File: config.mk
export PLATFORM = sky130hd
export DESIGN_NAME = stream_fifo
export DESIGN_NICKNAME = d
export VERILOG_FILES = /design/src/rtl/raycast_cfg.svh /design/src/rtl/stream_fifo.sv
export SDC_FILE = /design/constraint.sdc
export NUM_CORES = 1
export LEC_CHECK = 0
export ABC_AREA = 1
export BUFFER_PORTS_ARGS = -buffer_cell sky130_fd_sc_hd__buf_4
export CORE_MARGIN = 3
export CORE_UTILIZATION = 60
export DETAILED_ROUTE_END_ITERATION = 16
export GPL_ROUTABILITY_DRIVEN = 0
export PLACE_DENSITY = 0.82
export SLEW_MARGIN = 10
export SYNTH_ARGS = -nofsm -noshare
export SYNTH_HDL_FRONTEND = slang
export SYNTH_SLANG_ARGS = --single-unit
File: constraint.sdc
create_clock -name clk_pixel -period 2.45 [get_ports clk_pixel]
set_clock_uncertainty 0.05 [all_clocks]
set_input_delay 0.1225 -clock clk_pixel [delete_from_list [all_inputs] [get_ports clk_pixel]]
set_output_delay 0.1225 -clock clk_pixel [all_outputs]
set_load 0.02 [all_outputs]
File: src/rtl/raycast_cfg.svh
`ifndef RAYCAST_CFG_SVH
`define RAYCAST_CFG_SVH

// visible screen, kept tiny for short runs
`define SCREEN_W 16
`define SCREEN_H 12

// scan totals incl. blanking
`define H_TOTAL 20
`define V_TOTAL 14

// record FIFO holds a few columns only
`define REC_FIFO_DEPTH 4
// write FIFO absorbs flattener bursts
`define WR_FIFO_DEPTH 8

`endif

File: src/rtl/stream_fifo.sv
`default_nettype none

module stream_fifo #(
    parameter type payload_t = logic [7:0],
    parameter int  DEPTH     = 4
) (
    input  wire           clk_pixel,
    input  wire           sys_rst,
    input  wire           in_valid,
    input  wire payload_t in_data,
    input  wire           out_ready,
    output logic          in_ready,
    output logic          out_valid,
    output payload_t      out_data
);

    localparam int PTR_W = $clog2(DEPTH);

    payload_t         mem [DEPTH];
    logic [PTR_W-1:0] wr_ptr;
    logic [PTR_W-1:0] rd_ptr;
    logic [PTR_W:0]   count;      // one extra bit so full is exact
    logic             do_push;
    logic             do_pop;

    assign in_ready  = (count != (PTR_W+1)'(DEPTH));
    assign out_valid = (count != '0);
    assign out_data  = mem[rd_ptr];   // head shows the cycle after the push
    assign do_push   = in_valid && in_ready;
    assign do_pop    = out_valid && out_ready;

    always_ff @(posedge clk_pixel) begin
        if (do_push) mem[wr_ptr] <= in_data;
    end

    always_ff @(posedge clk_pixel) begin
        if (sys_rst) begin
            wr_ptr <= '0;
            rd_ptr <= '0;
            count  <= '0;
        end else begin
            if (do_push) wr_ptr <= (wr_ptr == PTR_W'(DEPTH - 1)) ? '0 : wr_ptr + 1'b1;
            if (do_pop)  rd_ptr <= (rd_ptr == PTR_W'(DEPTH - 1)) ? '0 : rd_ptr + 1'b1;
            case ({do_push, do_pop})
                2'b10:   count <= count + 1'b1;
                2'b01:   count <= count - 1'b1;
                default: count <= count;    // none, or push and pop together
            endcase
        end
    end

    // pointers meet again when the count says full
    a_no_overflow: assert property (@(posedge clk_pixel) disable iff (sys_rst)
        (count == (PTR_W+1)'(DEPTH)) |-> (wr_ptr == rd_ptr));

    // and when it says empty
    a_no_underflow: assert property (@(posedge clk_pixel) disable iff (sys_rst)
        (count == '0) |-> (wr_ptr == rd_ptr));

endmodule

`default_nettype wire

==> impl_metrics.csv <==
group,metric,value,unit
power,peakVddDrop,946.9,uV
floorplanning,core,2590,um2
cts,clk_pin_slew,0.11,ns
min_path,hold_path_class,"in -> reg",
critical_path,reg2reg_from,"count[1]$_SDFFE_PP0P_",
critical_path,path_class,"reg -> reg",
outcome,status,"finished, final reports clean",
cts,cts-root-buf,"clkbuf_4",
power,p_sw_frac,0.3561,
timing,rsz0062_at_grt,"false",
timing,slew_violations,0,
cells_and_area,final_common_cell,"edfxtp_1",
floorplanning,initial_core_util,0.6551,
global_routing,grt_usage,0.2152,
critical_path,worstSetupStartpoint,"count[1]$_SDFFE_PP0P_",
timing,slew_headroom,0.7455,
power,seq_power_share,0.437,
floorplanning,die_x,59.18,um
floorplanning,die_height,59.18,um
critical_path,crit_path_end_kind,"flip-flop",
drt,vias_per_cell,5.444,
cells_and_area,nFillCells,158,
timing,setup_viol,0,
synth,ys_types,19,
synth,synth-seq-cells,41,
drt,first_pass_iters,4,
power,power,2.129,mW
global_routing,grt_pass1_wl,5395,um
cells_and_area,syn2layout_area_growth,21.61,%
cts,cts_tree,"done",
power,leakage,0.8388,nW
cells_and_area,final_cell_mix,"32 x edfxtp_1, 29 x nor2_1, 26 x buf_4",
cts,worstSkewPairLatency,0.34,ns
drt,wl_per_cell,15.07,um
placed_design,hpwl,2138,um
critical_path,worst-path-max-fanout,7,
cells_and_area,antenna-diode-count,0,
synth,avgSynthCellArea,11.62,um2
synth,yosys.area_share.simple,0.1173,
cts,cts_buffer_depth,2,
critical_path,crit_arrival,2.09,ns
timing,finalCriticalPeriod,1.880,ns
global_routing,first_global_vias,1217,
cts,clock_sinks,41,
drt,drc,0,
cts,cts_buffers,5,
synth,yosysSeqAreaShare,0.6726,
power,power.density,1032,nW/um2
synth,synth_nets,165,
global_routing,grt_overflow,0,
synth,synth_area,1697,um2
timing,fin_setup_tns,0,ns
job,drv_cap,0,
cells_and_area,drive_above_1_share,0.2151,
drt,drt_iter0_drc,31,
drt,drt-total-wl,3256,um
timing,worst_slew_pin_slew,0.3812,ns
floorplanning,dieArea,3502,um2
synth,yosysWarnings,0,
power,intPower,1.371,mW
floorplanning,num_rows,18,
power,power.switching,0.7583,mW
timing,fmax,0.5319,GHz
synth,syn_inst,146,
global_routing,grt_max_degree,17,
power,pwr-share-comb,0.364,
cts,ctsResizeCount,0,
min_path,hp-start,"out_ready",
global_routing,antenna_found_initial,0,
drt,antenna_left,0,
floorplanning,io_pins,22,
power,p_clk_frac,0.199,
timing,hold_viol,0,
placed_design,port_buffers,21,
synth,synth_fa_ha_area_frac,0.05605,
critical_path,cp.required,2.66,ns
timing,min_period_over_period,0.7673,
cts,htree_levels,2,
cells_and_area,layout.nets,204,
synth,synth_xor_area_frac,0,
drt,vias,1176,
synth,synth_compound_area_frac,0.1010,
synth,synth_top_family_by_area,"simple AND/OR/NAND/NOR gates",
synth,synth.area.mux_share,0,
critical_path,start_kind,"flip-flop",
## cells by family after synthesis
| family | count (synthesis) |
|---|---|
| flip-flops | 41 |
| AO/OA/AOI/OAI | 30 |
| AND/OR/NAND/NOR | 48 |
| buffers and inverters | 20 |
| adder cells (fa/ha/maj) | 7 |
## worst max-delay path: stages, from the launching register on
cell and delay, ns:
dfxtp_1 0.36, nor2_2 0.15, nand2_2 0.09, nand2_2 0.14
ha_1 0.18, inv_1 0.07, fa_1 0.39, inv_1 0.07
nand2_1 0.06, nand3_1 0.08, nand2_1 0.06, inv_1 0.06
nor2_1 0.04
## Yosys cell counts
library cell | number | area (um2)
edfxtp_1 | 32 | 960.9
nor2_1 | 29 | 108.9
inv_1 | 17 | 63.81
o21ai_0 | 14 | 70.07
nand2_1 | 12 | 45.04
dfxtp_1 | 9 | 180.2
o22ai_1 | 8 | 50.05
ha_1 | 6 | 75.07
a21oi_1 | 4 | 20.02
o21ai_2 | 3 | 26.28
buf_6 | 2 | 22.52
nand2_2 | 2 | 12.51
nand3b_1 | 2 | 15.01
fa_1 | 1 | 20.02
inv_2 | 1 | 3.750
nand3_1 | 1 | 5.000
nand4_1 | 1 | 6.260
nor2_2 | 1 | 6.260
o21ai_1 | 1 | 5.000
## sequential cells by signal, indices dropped and copies added, names as in the netlist, named ones only
signal	count
count	3
wr_ptr	2
mem	32
rd_ptr	2
## worst paths after layout
path | to | slack [ns] | cells past startpoint
setup / recovery | count[2]$_SDFFE_PP0P_ | 0.57 | 12
setup reg to reg | count[2]$_SDFFE_PP0P_ | 0.57 | 12
hold reg to reg | rd_ptr[1]$_SDFFE_PP0P_ | 0.48 | 2
hold / removal | rd_ptr[1]$_SDFFE_PP0P_ | 0.02 | 4
## layout make-up
cell class / count / area (um2) / share of cell area
sequential: 41 / 1141 / 0.5531
multi-input combinational: 85 / 465.4 / 0.2256
timing repair buffer: 34 / 275.3 / 0.1334
inverter: 18 / 67.56 / 0.03275
clock buffer: 6 / 41.29 / 0.02001
tap: 30 / 37.54 / 0.01819
clock inverter: 2 / 35.03 / 0.01698
## what timing repair did
item	4_1_cts	5_1_grt
endpoints found under the hold margin	32	0
hold buffers	8	0
setup buffers	0	0
## power by group through the flow
stage / clock (mW) / sequential (mW) / combinational (mW)
after global routing: 0.465 / 0.940 / 0.859
after detailed placement: 0 / 0.943 / 0.766
final: 0.424 / 0.930 / 0.776
after floorplan: 0 / 0.917 / 0.507
after CTS: 0.435 / 0.928 / 0.778
after global placement: 0 / 0.938 / 0.721
## per-stage QoR
| stage | cell area, um2 | instances | worst slack (ns) | utilization | hold slack, ns |
|---|---|---|---|---|---|
| floorplan | 1697 | 146 | 0.6624 | - | 0.1714 |
| global placement | 1907 | 200 | 0.7409 | 0.7362 | 0.2715 |
| detailed placement | 1907 | 200 | 0.6054 | 0.7362 | 0.2761 |
| CTS | 2063 | 216 | 0.5876 | 0.7966 | 0.01123 |
| global route | 2063 | 216 | 0.4559 | 0.7966 | 0.03565 |
| finish | 2063 | 216 | 0.5700 | 0.7966 | 0.02095 |
## routing by layer
layer  routed length, um  GRT usage  up-vias
met2                1769     0.4022       27
met1                1298     0.2289      562
met4                  63    0.07767        0
li1                    -          -      579
met5                   0          0        -
met3                 123    0.05882        8
Power figures use the tool's default switching activity.
