<file path="src/rtl/raycast_cfg.svh">
`ifndef RAYCAST_CFG_SVH
`define RAYCAST_CFG_SVH

// visible screen, kept tiny for short runs
`define SCREEN_W 16
`define SCREEN_H 12

// scan totals incl. blanking
`define H_TOTAL 20
`define V_TOTAL 14

// record FIFO holds a few columns only
`define REC_FIFO_DEPTH 4
// write FIFO absorbs flattener bursts
`define WR_FIFO_DEPTH 8

`endif

</file>
<file path="src/rtl/video_types_pkg.sv">
`default_nettype none

package video_types_pkg;

    typedef logic [15:0] pix565_t;   // r5 g6 b5 as stored
    typedef logic [23:0] rgb888_t;   // r8 g8 b8 as shown
    typedef logic [4:0]  hcount_t;   // up to H_TOTAL-1
    typedef logic [3:0]  vcount_t;   // up to V_TOTAL-1

    localparam pix565_t CEIL_COLOR  = 16'h3186;  // dark slate
    localparam pix565_t FLOOR_COLOR = 16'h5aeb;  // grey

    // indexed by wall type
    localparam pix565_t WALL_COLOR [4] = '{
        16'hf800,   // red brick
        16'h07e0,   // green moss
        16'h001f,   // blue stone
        16'hffe0    // yellow wood
    };

endpackage

`default_nettype wire

</file>
<file path="src/rtl/video_sig_gen.sv">
`default_nettype none

`include "raycast_cfg.svh"

module video_sig_gen (
    input  wire                      clk_pixel,
    input  wire                      sys_rst,
    output video_types_pkg::hcount_t hcount,
    output video_types_pkg::vcount_t vcount,
    output logic                     active_draw,
    output logic                     new_frame,
    output logic                     last_pixel
);

    logic line_end;
    logic frame_end;

    assign line_end  = (hcount == video_types_pkg::hcount_t'(`H_TOTAL - 1));
    assign frame_end = (vcount == video_types_pkg::vcount_t'(`V_TOTAL - 1));

    // nested scan counters, blanking included
    always_ff @(posedge clk_pixel) begin
        if (sys_rst) begin
            hcount <= '0;
            vcount <= '0;
        end else if (line_end) begin
            hcount <= '0;
            vcount <= frame_end ? '0 : vcount + 1'b1;
        end else begin
            hcount <= hcount + 1'b1;
        end
    end

    assign active_draw = (hcount < video_types_pkg::hcount_t'(`SCREEN_W)) &&
                         (vcount < video_types_pkg::vcount_t'(`SCREEN_H));
    assign new_frame   = (hcount == '0) && (vcount == '0);   // top left corner
    assign last_pixel  = line_end && frame_end;              // bottom right of blanking

endmodule

`default_nettype wire

</file>
<file path="config.mk">
export PLATFORM = sky130hd
export DESIGN_NAME = video_sig_gen
export DESIGN_NICKNAME = d
export VERILOG_FILES = /design/src/rtl/video_types_pkg.sv /design/src/rtl/video_sig_gen.sv
export VERILOG_INCLUDE_DIRS = /design/src /design/src/rtl
export SDC_FILE = /design/constraint.sdc
export NUM_CORES = 1
export LEC_CHECK = 0
export ABC_AREA = 0
export BUFFER_PORTS_ARGS = -buffer_cell sky130_fd_sc_hd__buf_4
export CAP_MARGIN = 15
export CORE_MARGIN = 2
export CORE_UTILIZATION = 35
export DETAILED_ROUTE_END_ITERATION = 10
export HOLD_SLACK_MARGIN = 0.1
export PLACE_DENSITY = 0.67
export RECOVER_POWER = 50
export SETUP_SLACK_MARGIN = 0.2
export SLEW_MARGIN = 30
export SYNTH_ARGS = -nofsm -noshare
export SYNTH_HDL_FRONTEND = slang
export SYNTH_SLANG_ARGS = --single-unit
</file>
<file path="constraint.sdc">
create_clock -name clk_pixel -period 4.4 [get_ports clk_pixel]
set_clock_uncertainty 0.05 [all_clocks]
set_input_delay 0.88 -clock clk_pixel [delete_from_list [all_inputs] [get_ports clk_pixel]]
set_output_delay 0.88 -clock clk_pixel [all_outputs]
set_load 0.02 [all_outputs]
</file>
==> results.json, run 1 <==
{
  "min_period_over_period_pct": 78.5,
  "wirelength_um": 996,
  "gp_congestion": 0.723,
  "regArea_um2": 180,
  "ys_top_cells_by_area": "dfxtp_1 (35%), a21oi_1 (5.9%), ha_1 (4.9%)",
  "layout-drive-gt1-share_pct": 25.0,
  "area_delta_synth_final_pct": 18.2,
  "max_slew_margin_pct": 8.14,
  "total_power_mw": 0.171,
  "cts_buffers": 3,
  "cts_buffer_depth": 2,
  "drt_iter0_markers": 5,
  "worstReg2RegStart": "hcount[0]",
  "p_per_area_nw_per_um2": 284,
  "path_clk_slew_ps": 70,
  "cts_hold_buf": 0,
  "fmaxAchievable_mhz": 290,
  "grt_use_total_pct": 11.4,
  "ys_async_sr_fraction_pct": 0,
  "intPower_mw": 0.127,
  "synth_ff_type": "dfxtp_1",
  "hold_violations": 0,
  "cts_resized": 0,
  "die_h_um": 42.1,
  "wl_per_cell_um": 12.0,
  "path_class": "reg -> out",
  "slew_viol_final": 0,
  "synth_area_leader_cell": "dfxtp_1",
  "post_cts_buffers": 0,
  "required_ps": 3470,
  "synth.top_cell.area_share_pct": 35.4,
  "die_w_um": 42.1,
  "multi_input_area_um2": 264,
  "arrival_ps": 2520,
  "fp.dieArea_um2": 1780,
  "synth_edf_count": 0,
  "clock_latency_ps": 260,
  "cap_violations": 0,
  "final_cells": 83,
  "period_minus_slack_ps": 3450,
  "synthTopCellsByCount": "dfxtp_1 (9), a21oi_1 (6), inv_1 (5)",
  "grt_max_degree": 11,
  "synthXorXnorAreaFrac_pct": 3.44,
  "irDropWorstVdd_mv": 0.136,
  "start_util_pct": 38.2,
  "met1_usage_pct": 14.4,
  "antenna_left": 0,
  "tns_ps": 0,
  "antenna_cells": 0,
  "cts_tree": "done",
  "routed_via_density": 5.05,
  "cts_max_level": 1,
  "grt_setup_unrepaired": "false",
  "synth-compound-area-share_pct": 13.8,
  "crit_fanout": 7,
  "setup_viol": 0,
  "syn_nets": 59,
  "avgSynthCellArea_um2": 9.26,
  "crit_path_end_kind": "primary output",
  "cts.sink_count": 9,
  "dpl.hpwl_um": 674,
  "synth_seq_area_share_pct": 35.4,
  "yosys_warnings": 0,
  "vias": 419,
  "drtPass1Iterations": 4,
  "synthCells": 55,
  "combPwrFrac_pct": 11.1,
  "numPortBuffers": 13,
  "status": "finished clean",
  "grt_use_met2_pct": 16.3,
  "antenna_found_initial": 0,
  "synth-simple-area-share_pct": 30.7,
  "fillers": 146,
  "grt.met3_usage_pct": 1.29,
  "globalRoute.busiestLayer": "met2",
  "placed_cells": 79,
  "synth_top_family_by_area": "simple AND/OR/NAND/NOR gates",
  "rows": 13,
  "whs_ps": 478,
  "hold_class": "reg -> reg",
  "synthAdderAreaFrac_pct": 4.91,
  "ioPinCount": 14,
  "drc": 0,
  "synthDistinctLibCells": 29,
  "seqPwrFrac_pct": 50.8,
  "p_clk_share_pct": 38.1,
  "grt_pass1_wl_um": 1500,
  "syn_area_um2": 509,
  "sw_frac_of_total_pct": 25.6,
  "ys_ff_latch": 9,
  "crit_start": "hcount[0]",
  "synthMostInstantiatedCell": "dfxtp_1",
  "overflow": 0,
  "muxShareOfSynthArea_pct": 1.97,
  "nNetsFinal": 73,
  "worstMarginPinSlew_ps": 1360,
  "hp-start": "hcount[0]",
  "core_area_um2": 1330,
  "grt_pass1_vias": 333,
  "critPathLaunchType": "register",
  "cts-root-buf": "clkbuf_4",
  "power_switching_mw": 0.0438,
  "leakagePower_nw": 0.235
}
-- critical path, cell delays in order, from the launching register on --
cell	delay, ps
dfxtp_1	400
ha_1	230
nor4bb_1	1140
nand3_4	120
nor3b_2	200
buf_4	160
-- layout make-up --
class | instances | share of cell area, %
sequential | 9 | 29.9
multi-input combinational | 37 | 43.9
tap | 15 | 3.12
inverter | 5 | 3.12
clock buffer | 4 | 4.37
timing repair buffer | 13 | 15.6
-- per-stage QoR --
step           setup slack [ps]  util, %  area, um2
2_1_floorplan              1880        -        509
3_3_place_gp               1890     44.6        594
3_5_place_dp               1820     44.6        594
4_1_cts                    1530     46.5        621
5_1_grt                     767     45.1        602
6_report                    947     45.1        602
-- cells by family (layout without fill, tap and decap cells) --
kind of cell | after synthesis | after routing
compound gates | 12 | 12
mux | 1 | 1
xor+xnor | 2 | 2
simple gates | 20 | 20
flops | 9 | 9
buf+inv | 9 | 22
fa+ha+maj | 2 | 2
-- worst paths after layout --
check	end	slack (ps)	depth (start not counted)
min reg2reg	hcount[0]	480	1
max reg2reg	vcount[2]	2170	4
min	hcount[0]	480	1
max	last_pixel	950	5
-- metal layers --
metal  routed length (um)  part of all wire, %  vias to the layer above
met1                  467                   47                      191
met3                   33                  3.3                        2
met4                   19                  1.9                        0
met2                  475                   48                        8
met5                    0                    0                        -
li1                     -                    -                      218
-- state kept, by name, indices dropped and copies added (netlist names) --
register and flops:
hcount 5, vcount 4
-- power by group through the flow --
stage / sequential [mW] / clock (mW) / combinational, mW
6_report: 0.0869 / 0.0652 / 0.0189
5_1_grt: 0.0873 / 0.0705 / 0.0207
4_1_cts: 0.0873 / 0.0681 / 0.0204
3_5_place_dp: 0.0892 / 0 / 0.0203
3_3_place_gp: 0.0890 / 0 / 0.0199
2_1_floorplan: 0.0906 / 0 / 0.0116
-- cell usage in the layout, fill, tap and decap left out, types with 2 or more instances in the layout --
cell,Yosys,routed
nand3_1,2,2
a21oi_1,6,6
nor2_1,3,3
nand2_1,2,2
ha_1,2,2
o21ai_0,3,3
buf_4,0,12
inv_1,5,5
clkbuf_1,0,2
dfxtp_1,9,9
clkbuf_4,0,3
xnor2_1,2,2
Power figures use the tool's default switching activity.
==> inputs of run 2 (changes only) <==
==> constraint.sdc (replaced) <==
create_clock -name clk_pixel -period 3.5 [get_ports clk_pixel]
set_clock_uncertainty 0.05 [all_clocks]
set_input_delay 0.7 -clock clk_pixel [delete_from_list [all_inputs] [get_ports clk_pixel]]
set_output_delay 0.7 -clock clk_pixel [all_outputs]
set_load 0.02 [all_outputs]
==> run 2 against run 1 <==
Against the previous run:
- die area stayed put
- via count rose by 1.4%
- sequential share of layout area fell by 0.19 points
- power is 26% higher
- sequential power increased by 27%
- wire length decreased by 0.80%
- global-route usage stayed put
- critical path depth stayed put
- final cell count stayed put
- setup slack worse by 130 ps
- non-clock buffer count unchanged
- critical endpoint unchanged
- register-to-register slack got worse by 300 ps
==> results.json, run 2 (same netlist as run 1, synthesis figures left out) <==
{
  "overflow": 0,
  "min_period_over_period_pct": 76.6,
  "hold_violations": 0,
  "ioPinCount": 14,
  "hold_class": "reg -> reg",
  "fmaxAchievable_mhz": 373,
  "cts_buffers": 3,
  "drtPass1Iterations": 4,
  "combPwrFrac_pct": 10.9,
  "setup_viol": 0,
  "rows": 13,
  "p_clk_share_pct": 38.4,
  "cp_cell_sequence": "ha_1 > nor4bb_4 > nand3_4 > nor3b_2 > buf_4",
  "rrSetupSlack_ps": 1870,
  "crit_path_end_kind": "primary output",
  "core_area_um2": 1330,
  "dpl.hpwl_um": 674,
  "grt_max_degree": 11,
  "cts_max_level": 1,
  "antenna_cells": 0,
  "seqPwrFrac_pct": 50.7,
  "grt_pass1_wl_um": 1500,
  "critPathLaunchType": "register",
  "period_minus_slack_ps": 2680,
  "slew_viol_final": 0,
  "cap_violations": 0,
  "vias": 425,
  "wl_per_cell_um": 11.9,
  "grt_setup_unrepaired": "false",
  "whs_path_depth": 1,
  "hp-start": "hcount[0]",
  "intPower_mw": 0.160,
  "grt_use_total_pct": 11.4,
  "nNetsFinal": 73,
  "rr_endpoint": "vcount[3]",
  "cts_hold_buf": 0,
  "slowest_stage": "nor4bb_4",
  "irDropWorstVdd_mv": 0.169,
  "p_per_area_nw_per_um2": 357,
  "numPortBuffers": 13,
  "antenna_found_initial": 0,
  "top_register": "hcount",
  "layout-drive-gt1-share_pct": 22.1,
  "reg_top3": "hcount: 5 flops, vcount: 4 flops",
  "die_w_um": 42.1,
  "die_h_um": 42.1,
  "path_class": "reg -> out",
  "r2r_cells": 4,
  "drc": 0,
  "postLayoutCoreUtil_pct": 45.4,
  "cts_buffer_depth": 2,
  "power_switching_mw": 0.0565,
  "start_util_pct": 38.2,
  "largest_reg_flops": 5,
  "max_slew_margin_pct": 63.6,
  "status": "finished clean",
  "worstMarginPinSlew_ps": 546,
  "area_delta_synth_final_pct": 18.9,
  "wirelength_um": 988,
  "cts.sink_count": 9,
  "path_clk_slew_ps": 70,
  "drt_iter0_markers": 8,
  "antenna_left": 0,
  "grt_pass1_vias": 333,
  "clock_latency_ps": 260,
  "arrival_ps": 1930,
  "layout_common_cells": "dfxtp_1 (9), buf_4 (9), a21oi_1 (6), inv_1 (5), clkbuf_1 (5)",
  "leakagePower_nw": 0.223,
  "fillers": 148,
  "crit_fanout": 7,
  "sw_frac_of_total_pct": 26.1,
  "post_cts_buffers": 0,
  "min_to": "hcount[0]",
  "routed_via_density": 5.12,
  "required_ps": 2750,
  "tns_ps": 0,
  "gp_congestion": 0.723,
  "slowest_delay_ps": 580,
  "fp.dieArea_um2": 1780,
  "cts_resized": 0,
  "worstReg2RegStart": "hcount[0]",
  "cts_tree": "done",
  "cts-root-buf": "clkbuf_4"
}
==> run 2: cell count changes in the layout (fill, tap and decap cells not counted), sizes merged <==
cell,change
buf,-3
clkbuf,+3
==> run 2: power by group through the flow <==
stage	sequential, mW	clock, mW	combinational (mW)
floorplan	0.114	0	0.0146
detailed placement	0.112	0	0.0255
global route	0.110	0.0886	0.0257
global placement	0.112	0	0.0250
finish	0.110	0.0831	0.0235
CTS	0.110	0.0856	0.0257
==> run 2: stage by stage <==
stage / instances / setup WS [ps] / cell area (um2) / total power [mW] / hold slack [ps]
6_report: 83 / 818 / 606 / 0.216 / 465
5_1_grt: 83 / 714 / 606 / 0.224 / 481
4_1_cts: 83 / 808 / 621 / 0.221 / 474
3_5_place_dp: 79 / 1100 / 594 / 0.138 / 459
3_3_place_gp: 79 / 1170 / 594 / 0.137 / 441
2_1_floorplan: 55 / 1160 / 509 / 0.128 / 556
==> run 2: area by class of cell <==
class                           instances  area, um2  area share [%]
Sequential cell                         9        180            29.8
Clock buffer                            4       26.3            4.34
Tap cell                               15       18.8            3.10
Timing Repair Buffer                   13       82.6            13.6
Inverter                                5       18.8            3.10
Multi-Input combinational cell         37        279            46.1
==> run 2: how the worst max path moves through the flow <==
stage | start | to | cells past startpoint | slack (ps)
detailed placement | hcount[0] | last_pixel | 5 | 1100
global placement | hcount[0] | last_pixel | 5 | 1170
global route | hcount[0] | last_pixel | 5 | 710
finish | hcount[0] | last_pixel | 5 | 820
CTS | hcount[0] | last_pixel | 5 | 810
floorplan | hcount[0] | last_pixel | 5 | 1160
==> run 2: critical path, delay by kind of cell (launching register included) <==
kind | cells | cell delay, ps
fa+ha+maj | 1 | 230
buf+inv | 1 | 160
flops | 1 | 390
simple gates | 3 | 880
==> run 2: metal layers <==
layer,GRT usage [%],wire length [um],vias to the layer above
met2,16.3,460,8
met1,14.4,460,193
met3,1.29,28,4
li1,-,-,220
met5,0,0,-
met4,11.3,38,0
