$ cat src/rtl/raycast_cfg.svh
`ifndef RAYCAST_CFG_SVH
`define RAYCAST_CFG_SVH

// visible screen, kept tiny for short runs
`define SCREEN_W 16
`define SCREEN_H 12

// scan totals incl. blanking
`define H_TOTAL 20
`define V_TOTAL 14

// record FIFO holds a few columns only
`define REC_FIFO_DEPTH 4
// write FIFO absorbs flattener bursts
`define WR_FIFO_DEPTH 8

`endif

$ cat src/rtl/video_types_pkg.sv
`default_nettype none

package video_types_pkg;

    typedef logic [15:0] pix565_t;   // r5 g6 b5 as stored
    typedef logic [23:0] rgb888_t;   // r8 g8 b8 as shown
    typedef logic [4:0]  hcount_t;   // up to H_TOTAL-1
    typedef logic [3:0]  vcount_t;   // up to V_TOTAL-1

    localparam pix565_t CEIL_COLOR  = 16'h3186;  // dark slate
    localparam pix565_t FLOOR_COLOR = 16'h5aeb;  // grey

    // indexed by wall type
    localparam pix565_t WALL_COLOR [4] = '{
        16'hf800,   // red brick
        16'h07e0,   // green moss
        16'h001f,   // blue stone
        16'hffe0    // yellow wood
    };

endpackage

`default_nettype wire

$ cat src/rtl/ray_types_pkg.sv
`default_nettype none

package ray_types_pkg;

    typedef logic [3:0] col_idx_t;      // screen column
    typedef logic [3:0] row_idx_t;      // screen row
    typedef logic [4:0] line_height_t;  // wall rows, may exceed screen height
    typedef logic [1:0] wall_type_t;    // wall material, picks the colour

    // result of one ray, one per screen column
    typedef struct packed {
        col_idx_t     col;
        line_height_t line_height;
        wall_type_t   wall_type;
        logic         side;         // y-side hit, drawn darker
    } column_rec_t;

    // single pixel store into the back bank
    typedef struct packed {
        row_idx_t                 row;
        col_idx_t                 col;
        video_types_pkg::pix565_t pixel;
        logic                     last;  // final pixel of a rendered frame
    } pixel_write_t;

endpackage

`default_nettype wire

$ cat src/rtl/column_flattener.sv
`default_nettype none

`include "raycast_cfg.svh"

module column_flattener (
    input  wire                         clk_pixel,
    input  wire                         sys_rst,
    input  wire                         rec_valid,
    input  wire ray_types_pkg::column_rec_t rec_data,
    input  wire                         wr_ready,
    output logic                        rec_ready,
    output logic                        wr_valid,
    output ray_types_pkg::pixel_write_t wr_data
);

    ray_types_pkg::line_height_t h_clamped;
    ray_types_pkg::row_idx_t     h_rows;
    ray_types_pkg::row_idx_t     top_next;
    ray_types_pkg::row_idx_t     row;         // row being emitted
    ray_types_pkg::row_idx_t     wall_top;    // first wall row
    ray_types_pkg::row_idx_t     wall_end;    // first floor row
    ray_types_pkg::col_idx_t     cur_col;
    ray_types_pkg::wall_type_t   cur_type;
    video_types_pkg::pix565_t    base_pix;
    video_types_pkg::pix565_t    wall_pix;
    logic                        cur_side;
    logic                        busy;
    logic                        last_row;
    logic                        pop;

    // tall walls fill the screen
    assign h_clamped = (rec_data.line_height > ray_types_pkg::line_height_t'(`SCREEN_H)) ?
                       ray_types_pkg::line_height_t'(`SCREEN_H) : rec_data.line_height;
    assign h_rows    = ray_types_pkg::row_idx_t'(h_clamped);
    assign top_next  = (ray_types_pkg::row_idx_t'(`SCREEN_H) - h_rows) >> 1;  // centred, rounds down

    assign last_row  = (row == ray_types_pkg::row_idx_t'(`SCREEN_H - 1));
    assign wr_valid  = busy;
    assign rec_ready = !busy || (wr_ready && last_row);   // back to back columns
    assign pop       = rec_valid && rec_ready;

    always_ff @(posedge clk_pixel) begin
        if (sys_rst) begin
            busy <= 1'b0;
            row  <= '0;
        end else if (pop) begin
            busy <= 1'b1;
            row  <= '0;
        end else if (busy && wr_ready) begin
            if (last_row) busy <= 1'b0;
            else          row  <= row + 1'b1;
        end
    end

    always_ff @(posedge clk_pixel) begin
        if (pop) begin
            cur_col  <= rec_data.col;
            cur_type <= rec_data.wall_type;
            cur_side <= rec_data.side;
            wall_top <= top_next;
            wall_end <= top_next + h_rows;
        end
    end

    always_comb begin
        base_pix = video_types_pkg::WALL_COLOR[cur_type];
        // side hits get every field halved
        wall_pix = cur_side ? {1'b0, base_pix[15:12], 1'b0, base_pix[10:6],
                               1'b0, base_pix[4:1]} : base_pix;
        wr_data.row  = row;
        wr_data.col  = cur_col;
        wr_data.last = last_row && (cur_col == ray_types_pkg::col_idx_t'(`SCREEN_W - 1));
        if (row < wall_top)      wr_data.pixel = video_types_pkg::CEIL_COLOR;
        else if (row < wall_end) wr_data.pixel = wall_pix;
        else                     wr_data.pixel = video_types_pkg::FLOOR_COLOR;
    end

    a_row_in_range: assert property (@(posedge clk_pixel) disable iff (sys_rst)
        busy |-> row <= ray_types_pkg::row_idx_t'(`SCREEN_H - 1));

endmodule

`default_nettype wire

$ cat config.mk
export PLATFORM = sky130hd
export DESIGN_NAME = column_flattener
export DESIGN_NICKNAME = d
export VERILOG_FILES = /design/src/rtl/video_types_pkg.sv /design/src/rtl/ray_types_pkg.sv /design/src/rtl/column_flattener.sv
export VERILOG_INCLUDE_DIRS = /design/src /design/src/rtl
export SDC_FILE = /design/constraint.sdc
export NUM_CORES = 1
export LEC_CHECK = 0
export BUFFER_PORTS_ARGS = -buffer_cell sky130_fd_sc_hd__buf_2
export CAP_MARGIN = 30
export CORE_AREA = 2 2 56 58
export DETAILED_ROUTE_END_ITERATION = 10
export DIE_AREA = 0 0 58 60
export PLACE_DENSITY = 0.73
export SLEW_MARGIN = 15
export SYNTH_ARGS = -nofsm -noshare
export SYNTH_HDL_FRONTEND = slang
export SYNTH_SLANG_ARGS = --single-unit
$ cat constraint.sdc
create_clock -name clk_pixel -period 4.65 [get_ports clk_pixel]
set_clock_uncertainty 0.15 [all_clocks]
set_input_delay 0 -clock clk_pixel [delete_from_list [all_inputs] [get_ports clk_pixel]]
set_output_delay 0 -clock clk_pixel [all_outputs]
set_load 0.02 [all_outputs]
==> key figures, run 1 <==
Clocking
  – Clock-pin slew on the worst setup and hold paths: 100 ps
  – Max Buffers Root-to-Sink: 2
  – Clock Latency Late Sink: 290 ps
  – H-tree Lvls: 1
  – Clock root buffer: clkbuf_4
  – Post-CTS sizing: 0
  – Clock sinks: 19
  – CTS tree: yes
  – TritonCTS Buffers: 3
  – # Post-CTS Setup Buffers: 0

Global routing
  – Global-route wire length before repair: 3560 um
  – Largest net degree at the start of global routing: 15
  – Vias in the first global route: 839
  – Initial antenna violation count: 0
  – Grt ovf: 0
  – Total GRT Usage: 0.136

Floorplan
  – Die width: roughly 58 um
  – Initial Utilization: 0.384
  – Core area: 0.00290 mm2
  – # IOs: 43
  – Core Rows: 20
  – Die area: approximately 0.0035 mm2
  – Die Ht: ~60 um

STA
  – Setup TNS: 0 ps
  – RSZ-0062 raised after global routing: no
  – Final Cycle Share: 0.470
  – FMAX: 457 MHz
  – Pins Over Slew Limit: 0
  – Setup-failing EPs final: 0
  – Period minus WS final: 2190 ps
  – Final hold violation count: 0
  – Slew margin rel.: 0.624
  – Worst slew pin tran: 565 ps

Synthesis
  – Yosys warns: 0
  – Top post-synthesis cells by area: edfxtp_1 (38%), ha_1 (11%), dfxtp_1 (9.0%), inv_1 (4.7%), and2_1 (2.8%)
  – Number of library cell types mapped by synthesis: 32
  – Synthesized area: between 0.001 and 0.0015 mm2
  – Post-synth ARST share: 0
  – Seq/Total Area, Yosys: 0.467
  – Mean Syn Cell Area: 10.6 um2
  – Largest area contributor in the netlist: edfxtp_1
  – Post-synth EDFFs: 14
  – Mapped Cells: 105
  – Top cell type's share of synthesized area: 0.378
  – Ys flop type: edfxtp_1
  – Post-synth top cells: edfxtp_1 (14), inv_1 (14), ha_1 (10)
  – Syn_nets: 131
  – Register bit count reported by yosys: 19

Place
  – Number of buffers added on ports: 42
  – Placed insts: 175
  – Cell Area, Placed: 0.00133 mm2
  – DP Wirelength: between 1500 and 2000 um
  – GP Congestion: between 0.8 and 0.9

Critical path
  – CP max stage cell: dfxtp_1
  – Worst path cell trace: ha_1 -> a21oi_1 -> o21ai_0 -> clkbuf_2 -> or3_1 -> buf_2
  – Crit-path max FO: 7
  – Crit Path Class: reg2out
  – Path depth of the worst reg2reg path: 4
  – Data arrival, critical path: 2040 ps
  – Startpoint types: register
  – CP required: 4500 ps
  – Crit. End Element: output pin
  – Crit-path max cell delay: 460 ps

Cells and area
  – Fin nets: about 190
  – Util after Layout: 0.521
  – Syn-to-layout area delta: 35.7%
  – Fillcell total: 277
  – Non-Filler Instances: 195
  – Layout cells sized above 1: 0.321
  – Finished Cell Area: 0.00151 mm2
  – Diodes inserted: 0

Detailed routing
  – Vias/cell: 4.70
  – Average routed wire per standard cell: around 11 um
  – Initial DRC Count: 52
  – Drt pass-1 iters: 4
  – ANT nets after route: 0
  – Routed wire length: 2140 um
  – Detailed-route via count: 917
  – Remaining DRCs: 0

Outcome
  – Outcome: completed

Power
  – Peak VDD IR: 0.121 mV
  – PD cells: 238 mW/mm2
  – Power consumption: 0.000360 W
  – Static leakage: 0.723 nW

Min path
  – Hold Path Class: in2reg
  – Worst Hold Path Cells: 3

Flow run
  – Max_cap viols: 0
==> cell type report <==
class                      count  area (um2)  share of cell area
sequential                    19         520               0.344
multi-input combinational     67         505               0.334
timing repair buffer          58         365               0.242
inverter                      14        52.6              0.0348
tap                           33        41.3              0.0273
clock buffer                   4        26.3              0.0174
==> sequential cells by signal, indices dropped and copies added (netlist names) <==
signal / flops
cur_col: 4
cur_side: 1
cur_type: 2
row: 4
wall_end: 4
wall_top: 3
wr_valid: 1
==> metal layers <==
layer / global-route usage / routed length [um] / vias up / share of wire
met5: 0 / 0 / - / 0
met4: 0.0797 / 53 / 0 / 0.025
met3: 0.0216 / 94 / 4 / 0.044
met2: 0.235 / 1130 / 27 / 0.53
met1: 0.160 / 864 / 404 / 0.40
li1: - / - / 482 / -
==> through the flow <==
| stage | hold WS (ps) | setup WS, ps |
|---|---|---|
| after floorplan | -80.9 | 2360 |
| after global placement | 23.0 | 2650 |
| after detailed placement | 27.3 | 2560 |
| after CTS | 12.9 | 2310 |
| after global routing | 40.7 | 2300 |
| final | 12.1 | 2460 |
==> layout by cell type, fill, tap and decap left out, types with 2 or more instances in the layout <==
cell type       n
clkbuf_4        3
dlygate4sd3_1  15
or3_1           3
edfxtp_1       14
dfxtp_1         5
xor2_1          3
nor2_1          6
buf_2          42
xnor2_1         3
nand2b_1        2
a21o_1          2
inv_1          14
nor4_1          3
and2_1          5
nand4_1         2
ha_1           10
nand2_1         3
o21a_1          3
a21oi_1         4
o21ai_0         5
==> kinds of logic after synthesis <==
logic type,Yosys count,share of synthesized area
muxes,1,0.00899
xor gates and xnor gates,6,0.0472
AOI/OAI and AO/OA,21,0.138
DFF,19,0.467
and+or+nand+nor,29,0.147
buffers and inverters,19,0.0786
adders and majority gates,10,0.112
==> what timing repair did <==
item	4_1_cts	5_1_grt
hold buffers	15	0
endpoints found under the hold margin	18	0
endpoints found under the setup margin	0	0
==> final timing paths <==
kind	endpoint	slack [ps]	from
worst max-delay path	wr_data[8]	2460	row[3]
worst min-delay path	wall_top[2]	10	rec_data[5]
worst min register to register	row[0]	460	row[0]
worst max register to register	cur_type[0]	2570	row[0]
==> where the power goes <==
part	switching [W]	internal [W]
Sequential	0.00000404	0.000193
Clock	0.0000468	0.0000333
Combinational	0.0000453	0.0000378
Total	0.0000961	0.000264
==> critical path: cells and delay by family, from the launching register on <==
family,cells,cell delay [ps]
DFF,1,460
AOI/OAI and AO/OA,2,330
buffers and inverters,2,370
adders and majority gates,1,280
and+or+nand+nor,1,310
Power figures use the tool's default switching activity.
==> run 2, diff against run 1 <==
==> constraint.sdc (replaced) <==
create_clock -name clk_pixel -period 2.3 [get_ports clk_pixel]
set_clock_uncertainty 0.15 [all_clocks]
set_input_delay 0 -clock clk_pixel [delete_from_list [all_inputs] [get_ports clk_pixel]]
set_output_delay 0 -clock clk_pixel [all_outputs]
set_load 0.02 [all_outputs]
==> run 2 against run 1 <==
Compared with the run above: sequential power increased by 100%; via count rose by 3.4%; critical path depth decreased by 1; die area unchanged; combinational power up 110%; final area grew 0.66%; register-to-register slack got worse by 2300 ps; critical path type unchanged; clock power is 95% higher.
==> key figures, run 2 (synthesized netlist as in run 1, its figures left out) <==
Outcome
  – Outcome: completed

Detailed routing
  – Remaining DRCs: 0 (unchanged)
  – Average routed wire per standard cell: 11.3 um (+3.2%)
  – Routed wire length: 2220 um (+3.7%)
  – Detailed-route via count: 948 (+3.4%)
  – Initial DRC Count: 55 (+5.8%)
  – Drt pass-1 iters: 4 (unchanged)
  – ANT nets after route: 0 (unchanged)
  – Vias/cell: 4.84 (+2.9%)

Power
  – PD cells: 477 mW/mm2 (+100%)
  – Static leakage: 0.729 nW (+0.80%)
  – Clock Power Share: 0.216 (-0.006)
  – Switching power: 0.000191 W (+98%)
  – Seq pwr share: 0.548 (about the same)
  – Power consumption: 0.000726 W (+100%)
  – Int Pwr: 0.000535 W (+100%)
  – Sw Share: 0.263 (-0.00399)
  – Comb power frac: 0.236 (+0.006)
  – Peak VDD IR: 0.304 mV (+150%)

Cells and area
  – Commonest non-fill, non-tap cell in the layout: buf_2
  – Util after Layout: 0.524 (+0.00345)
  – Fin nets: 190 (+0.53%)
  – Fillcell total: 276 (-0.36%)
  – Diodes inserted: 0 (unchanged)
  – Most frequent cells in the layout: buf_2 (42), dlygate4sd3_1 (15), inv_1 (14), edfxtp_1 (14), ha_1 (10)
  – Register Area: 520 um2 (unchanged)
  – Syn-to-layout area delta: 36.6%
  – Non-Filler Instances: 196 (+0.51%)
  – Multi-input logic area: 505 um2 (unchanged)
  – Finished Cell Area: 0.00152 mm2 (+0.66%)
  – Layout cells sized above 1: 0.325 (+0.00417)
  – Regs by FF count: cur_col: 4 flops, row: 4 flops, wall_end: 4 flops

Critical path
  – Worst r2r dst: wr_valid
  – Delay-heaviest family, CP: compound AO/OA/AOI/OAI gates
  – Crit-path max cell delay: 460 ps (about the same)
  – Worst path cell trace: ha_1 -> a21o_1 -> a211oi_2 -> or3_1 -> buf_2
  – CP max stage cell: dfxtp_1
  – R2R setup slack: 250 ps (-2320 ps)
  – CP required: 2150 ps (-2350 ps)
  – Crit-path max FO: 6 (-1)
  – Crit Path Class: reg2out
  – R2r startpoint: row[1]
  – Critical path buffer and inverter count: 1 (-1)
  – Startpoint types: register
  – Path depth of the worst reg2reg path: 5 (+1)
  – Data arrival, critical path: 1920 ps (-120 ps)
  – Crit. End Element: output pin

Floorplan
  – Die Ht: 60 um (unchanged)
  – # IOs: 43 (unchanged)
  – Die width: 58 um (unchanged)
  – Die area: 0.00348 mm2 (unchanged)
  – Initial Utilization: 0.384 (unchanged)
  – Core area: 0.00290 mm2 (unchanged)
  – Core Rows: 20 (unchanged)

Min path
  – Worst Hold Path Cells: 3 (unchanged)
  – Worst hold endpoint: wall_top[2]
  – Hold Startpoint: rec_data[5]
  – Hold Path Class: in2reg

STA
  – RSZ-0062 raised after global routing: no
  – Setup TNS: 0 ps (unchanged)
  – FMAX: 484 MHz
  – Final hold violation count: 0 (unchanged)
  – Setup-failing EPs final: 0 (unchanged)
  – Final Cycle Share: 0.898
  – Worst slew pin tran: 602 ps (+37.9 ps)
  – Pins Over Slew Limit: 0 (unchanged)
  – Period minus WS final: 2070 ps
  – Slew margin rel.: 0.596 (-0.0279)

Place
  – Placed insts: 177 (+1.1%)
  – GP Congestion: 0.802 (-3.4%)
  – Number of buffers added on ports: 42 (unchanged)
  – Cell Area, Placed: 0.00135 mm2 (+1.1%)
  – DP Wirelength: 1730 um (+6.8%)

Clocking
  – TritonCTS Buffers: 3 (unchanged)
  – CTS tree: yes
  – Clock Latency Late Sink: 280 ps (about the same)
  – H-tree Lvls: 1 (unchanged)
  – # Post-CTS Setup Buffers: 0 (unchanged)
  – Max Buffers Root-to-Sink: 2 (unchanged)
  – Clock root buffer: clkbuf_4
  – Clock-pin slew on the worst setup and hold paths: 100 ps (about the same)
  – Clock sinks: 19 (unchanged)

Global routing
  – Grt ovf: 0 (unchanged)
  – Global-route wire length before repair: 3670 um (+3.1%)
  – Largest net degree at the start of global routing: 15 (unchanged)
  – Initial antenna violation count: 0 (unchanged)
  – Vias in the first global route: 902 (+7.5%)
  – Total GRT Usage: 0.139 (+0.00249)

Flow run
  – Max_cap viols: 0 (unchanged)
[run 2: changes by cell type in the layout (fill, tap and decap cells not counted), sizes merged]
cell	previous run	this run
buf	42	44
clkbuf	5	4
[run 2: worst max-delay path by stage]
stage	to	slack (ps)	cells past startpoint	startpoint
floorplan	cur_col[0]	7	4	row[1]
global placement	wr_data[10]	380	5	row[1]
detailed placement	wr_data[10]	320	5	row[1]
CTS	wr_data[8]	220	5	row[1]
global route	wr_data[10]	70	5	row[2]
finish	wr_data[8]	230	5	row[1]
[run 2: metal layers]
| metal | vias to the layer above | GRT usage | share of wire |
|---|---|---|---|
| met5 | - | 0 | 0 |
| li1 | 486 | - | - |
| met1 | 435 | 0.149 | 0.38 |
| met3 | 2 | 0.00649 | 0.042 |
| met4 | 0 | 0.0797 | 0.018 |
| met2 | 25 | 0.269 | 0.56 |
[run 2: per-stage QoR]
step / setup WS, ps / hold slack, ps
final: 234 / 17.7
after global routing: 70.7 / 18.4
after CTS: 225 / 11.9
after detailed placement: 316 / 23.2
after global placement: 381 / 17.8
after floorplan: 7.01 / -80.9
[run 2: timing repair]
| action | in CTS | in global routing |
|---|---|---|
| resized for setup | 1 | 0 |
| endpoints found under the setup margin | 4 | 0 |
| hold buffers | 15 | 0 |
| hold endpoints to repair | 17 | 0 |
[run 2: area by class of cell]
class / count / area share
Clock buffer: 4 / 0.0173
Inverter: 14 / 0.0345
Multi-Input combinational cell: 67 / 0.332
Sequential cell: 19 / 0.342
Tap cell: 33 / 0.0271
Timing Repair Buffer: 59 / 0.247
[run 2: worst reg2reg max path, cell delays in order (launching register included)]
cell	delay, ps
dfxtp_1	460
ha_1	210
nand3b_1	180
o21ai_1	300
a21oi_1	100
dlygate4sd3_1	550
[run 2: power groups by stage]
| stage | Sequential [W] | Combinational (W) | Clock (W) |
|---|---|---|---|
| 3_3_place_gp | 0.000406 | 0.000147 | 0 |
| 4_1_cts | 0.000398 | 0.000172 | 0.000163 |
| 6_report | 0.000398 | 0.000172 | 0.000156 |
| 5_1_grt | 0.000401 | 0.000190 | 0.000175 |
| 2_1_floorplan | 0.000413 | 0.0000979 | 0 |
| 3_5_place_dp | 0.000406 | 0.000151 | 0 |
